[config.mk]
export PLATFORM = sky130hd
export DESIGN_NAME = blocking_cache
export DESIGN_NICKNAME = d
export VERILOG_FILES = /design/src/cache_pkg.sv /design/src/cache_ctrl_if.sv /design/src/blocking_cache.sv /design/src/cache_dpath.sv /design/src/cache_ctrl.sv /design/src/cache_meta_array.sv
export SDC_FILE = /design/constraint.sdc
export NUM_CORES = 2
export LEC_CHECK = 0
export BUFFER_PORTS_ARGS = -buffer_cell sky130_fd_sc_hd__buf_2
export CAP_MARGIN = 20
export CORE_ASPECT_RATIO = 1.25
export CORE_MARGIN = 5
export CORE_UTILIZATION = 55
export CTS_CLUSTER_SIZE = 28
export DETAILED_ROUTE_END_ITERATION = 7
export HOLD_SLACK_MARGIN = 0.08
export PLACE_DENSITY = 0.75
export RECOVER_POWER = 25
export SLEW_MARGIN = 40
export SYNTH_ARGS = -nofsm -noshare
export SYNTH_HDL_FRONTEND = slang
export SYNTH_HIERARCHICAL = 1
export SYNTH_SLANG_ARGS = --single-unit
[constraint.sdc]
create_clock -name clk -period 7.2 [get_ports clk]
set_input_delay 1.44 -clock clk [delete_from_list [all_inputs] [get_ports clk]]
set_output_delay 1.44 -clock clk [all_outputs]
set_load 0.02 [all_outputs]
[src/cache_pkg.sv]
// Cache package
// Geometry, address fields, vector types and controller states for the
// two-way blocking cache
package cache_pkg;

  // --------------------------------------------------------------------------
  // Geometry
  // --------------------------------------------------------------------------

  localparam int WORDS_PER_LINE = 4;   // 16-byte lines
  localparam int NUM_SETS       = 8;   // Sets per way
  localparam int OFF_BITS       = 4;   // Byte offset in line
  localparam int IDX_BITS       = 3;
  localparam int TAG_BITS       = 25;  // 32 - IDX_BITS - OFF_BITS

  // Memory request types
  localparam logic MEM_READ  = 1'b0;
  localparam logic MEM_WRITE = 1'b1;

  // --------------------------------------------------------------------------
  // Vector types
  // --------------------------------------------------------------------------

  typedef logic [31:0]          addr_t;
  typedef logic [31:0]          word_t;
  typedef logic [127:0]         line_t;
  typedef logic [TAG_BITS-1:0]  tag_t;
  typedef logic [IDX_BITS-1:0]  idx_t;       // Address bits 6:4
  typedef logic [1:0]           word_off_t;  // Address bits 3:2

  // Controller states
  typedef enum logic [3:0] {
    ST_IDLE,
    ST_TAG_CHECK,
    ST_READ_ACCESS,
    ST_WRITE_ACCESS,
    ST_EVICT_PREPARE,
    ST_EVICT_REQUEST,
    ST_EVICT_WAIT,
    ST_REFILL_REQUEST,
    ST_REFILL_WAIT,
    ST_REFILL_UPDATE,
    ST_RESPOND
  } cache_state_e;

endpackage
[src/cache_ctrl_if.sv]
// Controller to datapath link
// Strobes and selects go one way, tag compares and request fields come back
`timescale 1ns/1ns

interface cache_ctrl_if;
  import cache_pkg::*;

  // Driven by the controller
  logic req_en;           // Capture request registers
  logic tag_ren;
  logic tag_wen;
  logic data_ren;
  logic data_wen;
  logic way_sel;          // Way the access targets
  logic refill_sel;       // Memory line instead of merged word
  logic evict_en;         // Capture victim line and address
  logic memresp_en;       // Capture refill line
  logic resp_en;          // Capture read word
  logic memreq_addr_sel;  // 1 = victim address

  // Driven by the datapath
  logic tag_match_0;
  logic tag_match_1;
  idx_t req_idx;
  logic req_is_write;

  modport ctrl (
    output req_en, tag_ren, tag_wen, data_ren, data_wen, way_sel,
           refill_sel, evict_en, memresp_en, resp_en, memreq_addr_sel,
    input  tag_match_0, tag_match_1, req_idx, req_is_write
  );

  modport dpath (
    input  req_en, tag_ren, tag_wen, data_ren, data_wen, way_sel,
           refill_sel, evict_en, memresp_en, resp_en, memreq_addr_sel,
    output tag_match_0, tag_match_1, req_idx, req_is_write
  );

endinterface

[src/blocking_cache.sv]
// Blocking two-way write-back cache
// Controller and datapath joined by the control interface
`timescale 1ns/1ns

module blocking_cache (
  input  logic              clk,
  input  logic              reset,

  // Cache request
  input  logic              cachereq_val,
  output logic              cachereq_rdy,
  input  logic              cachereq_type,   // 0 read, 1 write
  input  cache_pkg::addr_t  cachereq_addr,
  input  cache_pkg::word_t  cachereq_data,

  // Cache response
  output logic              cacheresp_val,
  input  logic              cacheresp_rdy,
  output cache_pkg::word_t  cacheresp_data,
  output logic              cacheresp_hit,

  // Memory request, whole lines
  output logic              memreq_val,
  input  logic              memreq_rdy,
  output logic              memreq_type,
  output cache_pkg::addr_t  memreq_addr,
  output cache_pkg::line_t  memreq_data,

  // Memory response
  input  logic              memresp_val,
  output logic              memresp_rdy,
  input  cache_pkg::line_t  memresp_data
);

  cache_ctrl_if i_ctl_if ();

  cache_ctrl i_ctrl (
    .clk           (clk),
    .reset         (reset),
    .cachereq_val  (cachereq_val),
    .cachereq_rdy  (cachereq_rdy),
    .cacheresp_val (cacheresp_val),
    .cacheresp_rdy (cacheresp_rdy),
    .cacheresp_hit (cacheresp_hit),
    .memreq_val    (memreq_val),
    .memreq_rdy    (memreq_rdy),
    .memreq_type   (memreq_type),
    .memresp_val   (memresp_val),
    .memresp_rdy   (memresp_rdy),
    .ctl           (i_ctl_if.ctrl)
  );

  cache_dpath i_dpath (
    .clk            (clk),
    .reset          (reset),
    .cachereq_addr  (cachereq_addr),
    .cachereq_data  (cachereq_data),
    .cachereq_type  (cachereq_type),
    .cacheresp_data (cacheresp_data),
    .memreq_addr    (memreq_addr),
    .memreq_data    (memreq_data),
    .memresp_data   (memresp_data),
    .ctl            (i_ctl_if.dpath)
  );

endmodule

[src/cache_dpath.sv]
// Cache datapath
// Request registers, two-way tag and data arrays, word merge, eviction and
// refill buffers, and memory address select
`timescale 1ns/1ns

module cache_dpath (
  input  logic              clk,
  input  logic              reset,
  input  cache_pkg::addr_t  cachereq_addr,
  input  cache_pkg::word_t  cachereq_data,
  input  logic              cachereq_type,
  output cache_pkg::word_t  cacheresp_data,
  output cache_pkg::addr_t  memreq_addr,
  output cache_pkg::line_t  memreq_data,
  input  cache_pkg::line_t  memresp_data,
  cache_ctrl_if.dpath       ctl
);
  import cache_pkg::*;

  // Request registers
  addr_t     req_addr;
  word_t     req_data;
  logic      req_type;
  tag_t      req_tag;
  idx_t      req_idx;
  word_off_t req_off;

  // Arrays, indexed [way][set]
  tag_t  tag_array  [2][NUM_SETS];
  line_t data_array [2][NUM_SETS];

  tag_t  rd_tag_0, rd_tag_1;
  line_t rd_line;
  word_t rd_word;
  line_t merged_line;
  line_t wr_line;

  line_t refill_line;
  line_t evict_line;
  addr_t evict_addr;
  word_t resp_q;

  // --------------------------------------------------------------------------
  // Request capture
  // --------------------------------------------------------------------------

  always_ff @(posedge clk) begin
    if (reset) begin
      req_type <= 1'b0;
    end else if (ctl.req_en) begin
      req_type <= cachereq_type;
    end
  end

  always_ff @(posedge clk) begin
    if (ctl.req_en) begin
      req_addr <= cachereq_addr;
      req_data <= cachereq_data;
    end
  end

  assign req_tag = req_addr[31 -: TAG_BITS];
  assign req_idx = req_addr[OFF_BITS +: IDX_BITS];
  assign req_off = req_addr[OFF_BITS-1:2];

  assign ctl.req_idx      = req_idx;
  assign ctl.req_is_write = req_type;

  // --------------------------------------------------------------------------
  // Tag and data arrays
  // --------------------------------------------------------------------------

  assign rd_tag_0 = tag_array[0][req_idx];
  assign rd_tag_1 = tag_array[1][req_idx];

  // Raw compares, valid bits live in the controller
  assign ctl.tag_match_0 = ctl.tag_ren && (rd_tag_0 == req_tag);
  assign ctl.tag_match_1 = ctl.tag_ren && (rd_tag_1 == req_tag);

  assign rd_line = ctl.data_ren ? data_array[ctl.way_sel][req_idx] : '0;
  assign rd_word = rd_line[req_off*32 +: 32];

  // Drop the write word into its slot, keep the rest of the line
  always_comb begin
    for (int w = 0; w < WORDS_PER_LINE; w++) begin
      if (word_off_t'(w) == req_off) begin
        merged_line[w*32 +: 32] = req_data;
      end else begin
        merged_line[w*32 +: 32] = rd_line[w*32 +: 32];
      end
    end
  end

  assign wr_line = ctl.refill_sel ? refill_line : merged_line;

  always_ff @(posedge clk) begin
    if (ctl.tag_wen) begin
      tag_array[ctl.way_sel][req_idx] <= req_tag;
    end
    if (ctl.data_wen) begin
      data_array[ctl.way_sel][req_idx] <= wr_line;
    end
  end

  // --------------------------------------------------------------------------
  // Eviction, refill and response buffers
  // --------------------------------------------------------------------------

  always_ff @(posedge clk) begin
    if (ctl.evict_en) begin
      evict_line <= rd_line;
      evict_addr <= {(ctl.way_sel ? rd_tag_1 : rd_tag_0), req_idx, {OFF_BITS{1'b0}}};
    end
    if (ctl.memresp_en) begin
      refill_line <= memresp_data;
    end
    if (ctl.resp_en) begin
      resp_q <= req_type ? '0 : rd_word;  // Writes return zero
    end
  end

  assign cacheresp_data = resp_q;
  assign memreq_data    = evict_line;
  assign memreq_addr    = ctl.memreq_addr_sel ? evict_addr
                                              : {req_addr[31:OFF_BITS], {OFF_BITS{1'b0}}};

endmodule

[src/cache_ctrl.sv]
// Cache controller
// FSM that resolves hit and victim, sequences evict and refill, and drives
// both val/rdy ports and all datapath strobes
`timescale 1ns/1ns

module cache_ctrl (
  input  logic          clk,
  input  logic          reset,
  input  logic          cachereq_val,
  output logic          cachereq_rdy,
  output logic          cacheresp_val,
  input  logic          cacheresp_rdy,
  output logic          cacheresp_hit,
  output logic          memreq_val,
  input  logic          memreq_rdy,
  output logic          memreq_type,
  input  logic          memresp_val,
  output logic          memresp_rdy,
  cache_ctrl_if.ctrl    ctl
);
  import cache_pkg::*;

  cache_state_e state_q;
  cache_state_e state_next;

  logic valid_0, valid_1, dirty_0, dirty_1, lru;
  logic valid_wen, dirty_set, dirty_clr, lru_wen;
  logic hit_0, hit_1, hit;
  logic victim_valid, victim_dirty;
  logic hit_q;
  logic way_q;      // Hit way, or victim way on a miss
  logic [17:0] cs;  // Control row

  cache_meta_array i_meta (
    .clk       (clk),
    .reset     (reset),
    .idx       (ctl.req_idx),
    .valid_0   (valid_0),
    .valid_1   (valid_1),
    .dirty_0   (dirty_0),
    .dirty_1   (dirty_1),
    .lru       (lru),
    .valid_wen (valid_wen),
    .dirty_set (dirty_set),
    .dirty_clr (dirty_clr),
    .way       (way_q),
    .lru_wen   (lru_wen)
  );

  // --------------------------------------------------------------------------
  // Hit and victim
  // --------------------------------------------------------------------------

  assign hit_0        = ctl.tag_match_0 & valid_0;
  assign hit_1        = ctl.tag_match_1 & valid_1;
  assign hit          = hit_0 | hit_1;
  assign victim_valid = lru ? valid_1 : valid_0;
  assign victim_dirty = lru ? dirty_1 : dirty_0;

  always_ff @(posedge clk) begin
    if (reset) begin
      state_q <= ST_IDLE;
      hit_q   <= 1'b0;
      way_q   <= 1'b0;
    end else begin
      state_q <= state_next;
      if (state_q == ST_TAG_CHECK) begin
        hit_q <= hit;
        way_q <= hit_0 ? 1'b0 : (hit_1 ? 1'b1 : lru);
      end
    end
  end

  always_comb begin
    state_next = state_q;
    case (state_q)
      ST_IDLE: begin
        if (cachereq_val) begin
          state_next = ST_TAG_CHECK;
        end
      end
      ST_TAG_CHECK: begin
        if (hit) begin
          state_next = ctl.req_is_write ? ST_WRITE_ACCESS : ST_READ_ACCESS;
        end else if (victim_valid && victim_dirty) begin
          state_next = ST_EVICT_PREPARE;
        end else begin
          state_next = ST_REFILL_REQUEST;
        end
      end
      ST_READ_ACCESS:   state_next = ST_RESPOND;
      ST_WRITE_ACCESS:  state_next = ST_RESPOND;
      ST_EVICT_PREPARE: state_next = ST_EVICT_REQUEST;
      ST_EVICT_REQUEST: begin
        if (memreq_rdy) begin
          state_next = ST_EVICT_WAIT;
        end
      end
      ST_EVICT_WAIT: begin
        if (memresp_val) begin
          state_next = ST_REFILL_REQUEST;  // Write ack, go fetch the line
        end
      end
      ST_REFILL_REQUEST: begin
        if (memreq_rdy) begin
          state_next = ST_REFILL_WAIT;
        end
      end
      ST_REFILL_WAIT: begin
        if (memresp_val) begin
          state_next = ST_REFILL_UPDATE;
        end
      end
      ST_REFILL_UPDATE: begin
        state_next = ctl.req_is_write ? ST_WRITE_ACCESS : ST_READ_ACCESS;
      end
      ST_RESPOND: begin
        if (cacheresp_rdy) begin
          state_next = ST_IDLE;
        end
      end
      default: state_next = ST_IDLE;
    endcase
  end

  // --------------------------------------------------------------------------
  // Control table
  // --------------------------------------------------------------------------
  // Row groups, left to right
  //   ports: cachereq_rdy cacheresp_val memreq_val memresp_rdy
  //   dpath: req_en tag_ren tag_wen data_ren data_wen refill_sel evict_en
  //          memresp_en resp_en memreq_addr_sel
  //   meta:  valid_wen dirty_set dirty_clr lru_wen

  always_comb begin
    case (state_q)
      ST_IDLE:           cs = 18'b1000_1000000000_0000;
      ST_TAG_CHECK:      cs = 18'b0000_0100000000_0000;
      ST_READ_ACCESS:    cs = 18'b0000_0001000010_0001;
      ST_WRITE_ACCESS:   cs = 18'b0000_0001100010_1101;
      ST_EVICT_PREPARE:  cs = 18'b0000_0101001000_0000;
      ST_EVICT_REQUEST:  cs = 18'b0010_0000000001_0000;
      ST_EVICT_WAIT:     cs = 18'b0001_0000000000_0000;
      ST_REFILL_REQUEST: cs = 18'b0010_0000000000_0000;
      ST_REFILL_WAIT:    cs = 18'b0001_0000000100_0000;
      ST_REFILL_UPDATE:  cs = 18'b0000_0010110000_1010;
      ST_RESPOND:        cs = 18'b0100_0000000000_0000;
      default:           cs = '0;
    endcase
  end

  assign {cachereq_rdy, cacheresp_val, memreq_val, memresp_rdy} = cs[17:14];
  assign {ctl.req_en, ctl.tag_ren, ctl.tag_wen, ctl.data_ren, ctl.data_wen,
          ctl.refill_sel, ctl.evict_en, ctl.memresp_en, ctl.resp_en,
          ctl.memreq_addr_sel} = cs[13:4];
  assign {valid_wen, dirty_set, dirty_clr, lru_wen} = cs[3:0];

  assign memreq_type   = (state_q == ST_EVICT_REQUEST) ? MEM_WRITE : MEM_READ;
  assign ctl.way_sel   = way_q;
  assign cacheresp_hit = hit_q;

endmodule

[src/cache_meta_array.sv]
// Cache meta state
// Valid and dirty bits per way and one LRU bit per set, all cleared on reset
`timescale 1ns/1ns

module cache_meta_array (
  input  logic            clk,
  input  logic            reset,
  input  cache_pkg::idx_t idx,
  output logic            valid_0,
  output logic            valid_1,
  output logic            dirty_0,
  output logic            dirty_1,
  output logic            lru,
  input  logic            valid_wen,
  input  logic            dirty_set,
  input  logic            dirty_clr,
  input  logic            way,
  input  logic            lru_wen
);
  import cache_pkg::*;

  logic [NUM_SETS-1:0] valid_q [2];
  logic [NUM_SETS-1:0] dirty_q [2];
  logic [NUM_SETS-1:0] lru_q;   // Points at the way to replace next

  always_ff @(posedge clk) begin
    if (reset) begin
      valid_q[0] <= '0;
      valid_q[1] <= '0;
      dirty_q[0] <= '0;
      dirty_q[1] <= '0;
      lru_q      <= '0;
    end else begin
      if (valid_wen) begin
        valid_q[way][idx] <= 1'b1;
      end
      // Set wins if both are asked for
      if (dirty_set) begin
        dirty_q[way][idx] <= 1'b1;
      end else if (dirty_clr) begin
        dirty_q[way][idx] <= 1'b0;
      end
      if (lru_wen) begin
        lru_q[idx] <= ~way;  // Other way becomes the victim
      end
    end
  end

  // Combinational reads at the request index
  assign valid_0 = valid_q[0][idx];
  assign valid_1 = valid_q[1][idx];
  assign dirty_0 = dirty_q[0][idx];
  assign dirty_1 = dirty_q[1][idx];
  assign lru     = lru_q[idx];

endmodule

==> run metrics <==
status=complete, but fails checks; failing checks=capacitance limit, slew limit; Tmin final=around 6.5 ns; Fin. Hold Viols=0; Register Area=roughly 0.086 mm2; Worst Hold Class=register to register; H-tree Lvls=5; startpoint types=register; Reg2Reg Depth=6; GR peak layer=met2; Root Driver=clkbuf_16; drt pass-1 iters=5; endpoints failing setup=0; post-layout util=approximately 63%; Layout Area Growth over Synthesis=13.3%; Final WS setup=0.668 ns; Post-Synth XOR/XNOR Area=less than 1%; worst reg2reg path endpoint=i_dpath/data_array[1][791]; critical path cell sequence=buf_12 > or3b_1 > clkbuf_2 > nor2_1 > buf_8 > buf_4; mux cell area share after synthesis=13.8%; # nets final=6727; Static Leak=~41 nW; Port Buf Inserts=390; crit path DAT=~7.1 ns; antenna viol nets, final=0; fin crit share=90.7%; WS Path Type=register to register; slowest cell delay on critical path=about 2.2 ns; Reg2Reg Setup Slack=0.67 ns; Synth Register Bits=around 2.9k; Initial Util=a little under three fifths; RSZ-0062 raised after global routing=no; clk slew on worst S/H paths=0.06 ns; clock latency on the worst-skew pair=0.94 ns; CP Max Fanout=81; Synth area leader=edfxtp_1; io pins=397; Post-route DRC=0; footprint of the multi-input gates=0.0245 mm2; Syn Area/Cell=approximately 19 um2; RD Place Congestion=0.873; 1st-iter DRT viols=9312; CORE AREA=0.203 mm2; first-pass GRT wire length=449000 um; Fin Setup TNS=0 ns; Worst Path Required=7.73 ns; CTS max path bufs=4; maximum clock frequency=roughly 0.15 GHz; Synth area leaders=edfxtp_1, mux4_2, mux2i_1; Wirelength per Cell=33.9 um; Post-synth ARST share=0%; pwr/cell area=353 mW/mm2; cells after synthesis=5922; final slew viol count=about 940; RR Startpoint=i_dpath/req_addr[6]; CTS tree=built; Rows=185; vias in the first global route=61.5k; Post-synth EDFFs=2842; Post-Syn Area=between 0.1 and 0.15 mm2; post-cts sizing count=0; filler instances=13.6k; Overall Global Routing Usage=29.4%; top cells by count, synth=edfxtp_1, mux2i_1, mux4_2; Max rail drop VDD=about 0.33 mV; initial antenna violation count=15; Inserted Clock Buffers=287; layout cells sized above 1=between 20% and 30%; Critical path origin=i_dpath/req_addr[6]; top-count cell post-synth=edfxtp_1; yosys warns=6; largest net degree at the start of global routing=114; DP HPWL=183000 um; met3 global-route usage=6.70%; worst slew pin tran=3.55 ns; skew final=0.0817 ns; Worst setup endpoint=i_dpath/data_array[1][791]; largest family of logic cells by synthesized area=multiplexers; top cell type's share of synthesized area=75.8%; Post-Synth Simple-Gate Area=2.79%; Die Area=0.214 mm2; Crit-path slowest cell=nor2_1; hold_buf cts=0; post-synthesis adder-cell area fraction=0%; global route overflow=0; max cap viols=25; sequential fraction of the synthesis area=76.6%; post-synthesis compound-gate area fraction=4.56%; Die W=415 um; Sink Count=2886; pre-CTS WS=1.76 ns; Via-to-Cell Ratio=6.63; Slew HR=-137%; Routed WL=between 300000 and 400000 um; Yosys cell types=91; met2 GRT Util=47.0%; Crit. End Element=register; vias=62.6k; Die Y=516 um; Synth Flop Type=edfxtp_1; M1 GR Usage=38.0%; post-CTS setup buffer count=0
worst min path at each step:
stage | from | endpoint | depth (start not counted)
floorplan | i_ctrl/i_meta/valid_q[1][2] | i_ctrl/i_meta/valid_q[1][2] | 2
global placement | i_ctrl/i_meta/valid_q[0][6] | i_ctrl/i_meta/valid_q[0][6] | 2
detailed placement | i_ctrl/i_meta/valid_q[0][7] | i_ctrl/i_meta/valid_q[0][7] | 2
CTS | i_ctrl/i_meta/valid_q[0][7] | i_ctrl/i_meta/valid_q[0][7] | 2
global route | i_ctrl/i_meta/valid_q[1][6] | i_ctrl/i_meta/valid_q[1][6] | 2
finish | i_ctrl/i_meta/valid_q[1][3] | i_ctrl/i_meta/valid_q[1][3] | 2
report_power, final:
part	switching, W	internal (W)	leakage [nW]
registers	0.000908	0.0210	26.3
clock network	0.00607	0.00820	4.31
logic	0.00618	0.00266	10.0
total	0.0132	0.0319	40.7
critical path, delay by kind of cell, from the launching register on:
| kind | cells | cell delay (ns) |
|---|---|---|
| flops | 1 | 0.57 |
| buf+inv | 4 | 2.84 |
| simple gates | 2 | 2.64 |
flip-flops by register name, indices dropped and copies added, names as in the netlist:
name	count
i_dpath/refill_line	128
i_dpath/cacheresp_data	32
i_ctrl/state_q	4
i_dpath/req_data	32
i_ctrl/cs	13
i_dpath/ctl.req_is_write	1
i_dpath/tag_array	400
i_ctrl/i_meta/dirty_q	16
i_dpath/memreq_data	128
i_ctrl/i_meta/lru_q	8
i_dpath/evict_addr	28
i_ctrl/cacheresp_hit	1
i_dpath/req_addr	30
i_dpath/data_array	2048
i_ctrl/i_meta/valid_q	16
i_ctrl/ctl.way_sel	1
area by class of cell:
| type | instances | area share, % |
|---|---|---|
| diodes | 9 | 0.0177 |
| clock buffers | 350 | 5.96 |
| clock inverters | 142 | 0.945 |
| inverters | 31 | 0.0952 |
| multi-input cells | 2650 | 19.2 |
| flip-flops and latches | 2886 | 67.6 |
| well taps | 2711 | 2.66 |
| repair buffers | 672 | 3.47 |
cells in the final DEF, fill, tap and decap left out, types with 76 or more instances in the layout:
| cell | synthesis | layout |
|---|---|---|
| mux2_2 | 77 | 76 |
| a21oi_1 | 115 | 115 |
| buf_2 | 93 | 239 |
| nor2_1 | 206 | 176 |
| o22ai_1 | 261 | 262 |
| o21ai_0 | 157 | 132 |
| nand2_1 | 269 | 266 |
| mux4_2 | 328 | 328 |
| clkbuf_16 | 0 | 295 |
| buf_4 | 68 | 209 |
| edfxtp_1 | 2842 | 2842 |
| mux2i_1 | 720 | 720 |
| clkbuf_1 | 122 | 221 |
metal layers:
| layer | part of all wire [%] | routed length (um) |
|---|---|---|
| met1 | 34 | 108000 |
| met2 | 47 | 151000 |
| met3 | 12 | 39800 |
| met4 | 6.5 | 20700 |
| met5 | 0.011 | 36 |
kinds of logic (layout without fill, tap and decap cells):
group	Yosys count	in the layout
AO/OA/AOI/OAI	785	785
XOR/XNOR	51	51
buffers and inverters	389	1195
flip-flops	2886	2886
multiplexers	1132	1132
other	1	13
AND/OR/NAND/NOR	678	678
stage by stage:
stage	cells	hold WS [ns]	power, W	cell area (um2)
detailed placement	8946	0.452	0.0309	119000
CTS	9438	0.461	0.0450	128000
finish	9451	0.461	0.0451	128000
global placement	8934	0.445	0.0306	119000
floorplan	5925	0.435	0.0269	113000
global route	9443	0.477	0.0463	128000
(Power assumes the default switching activity.)
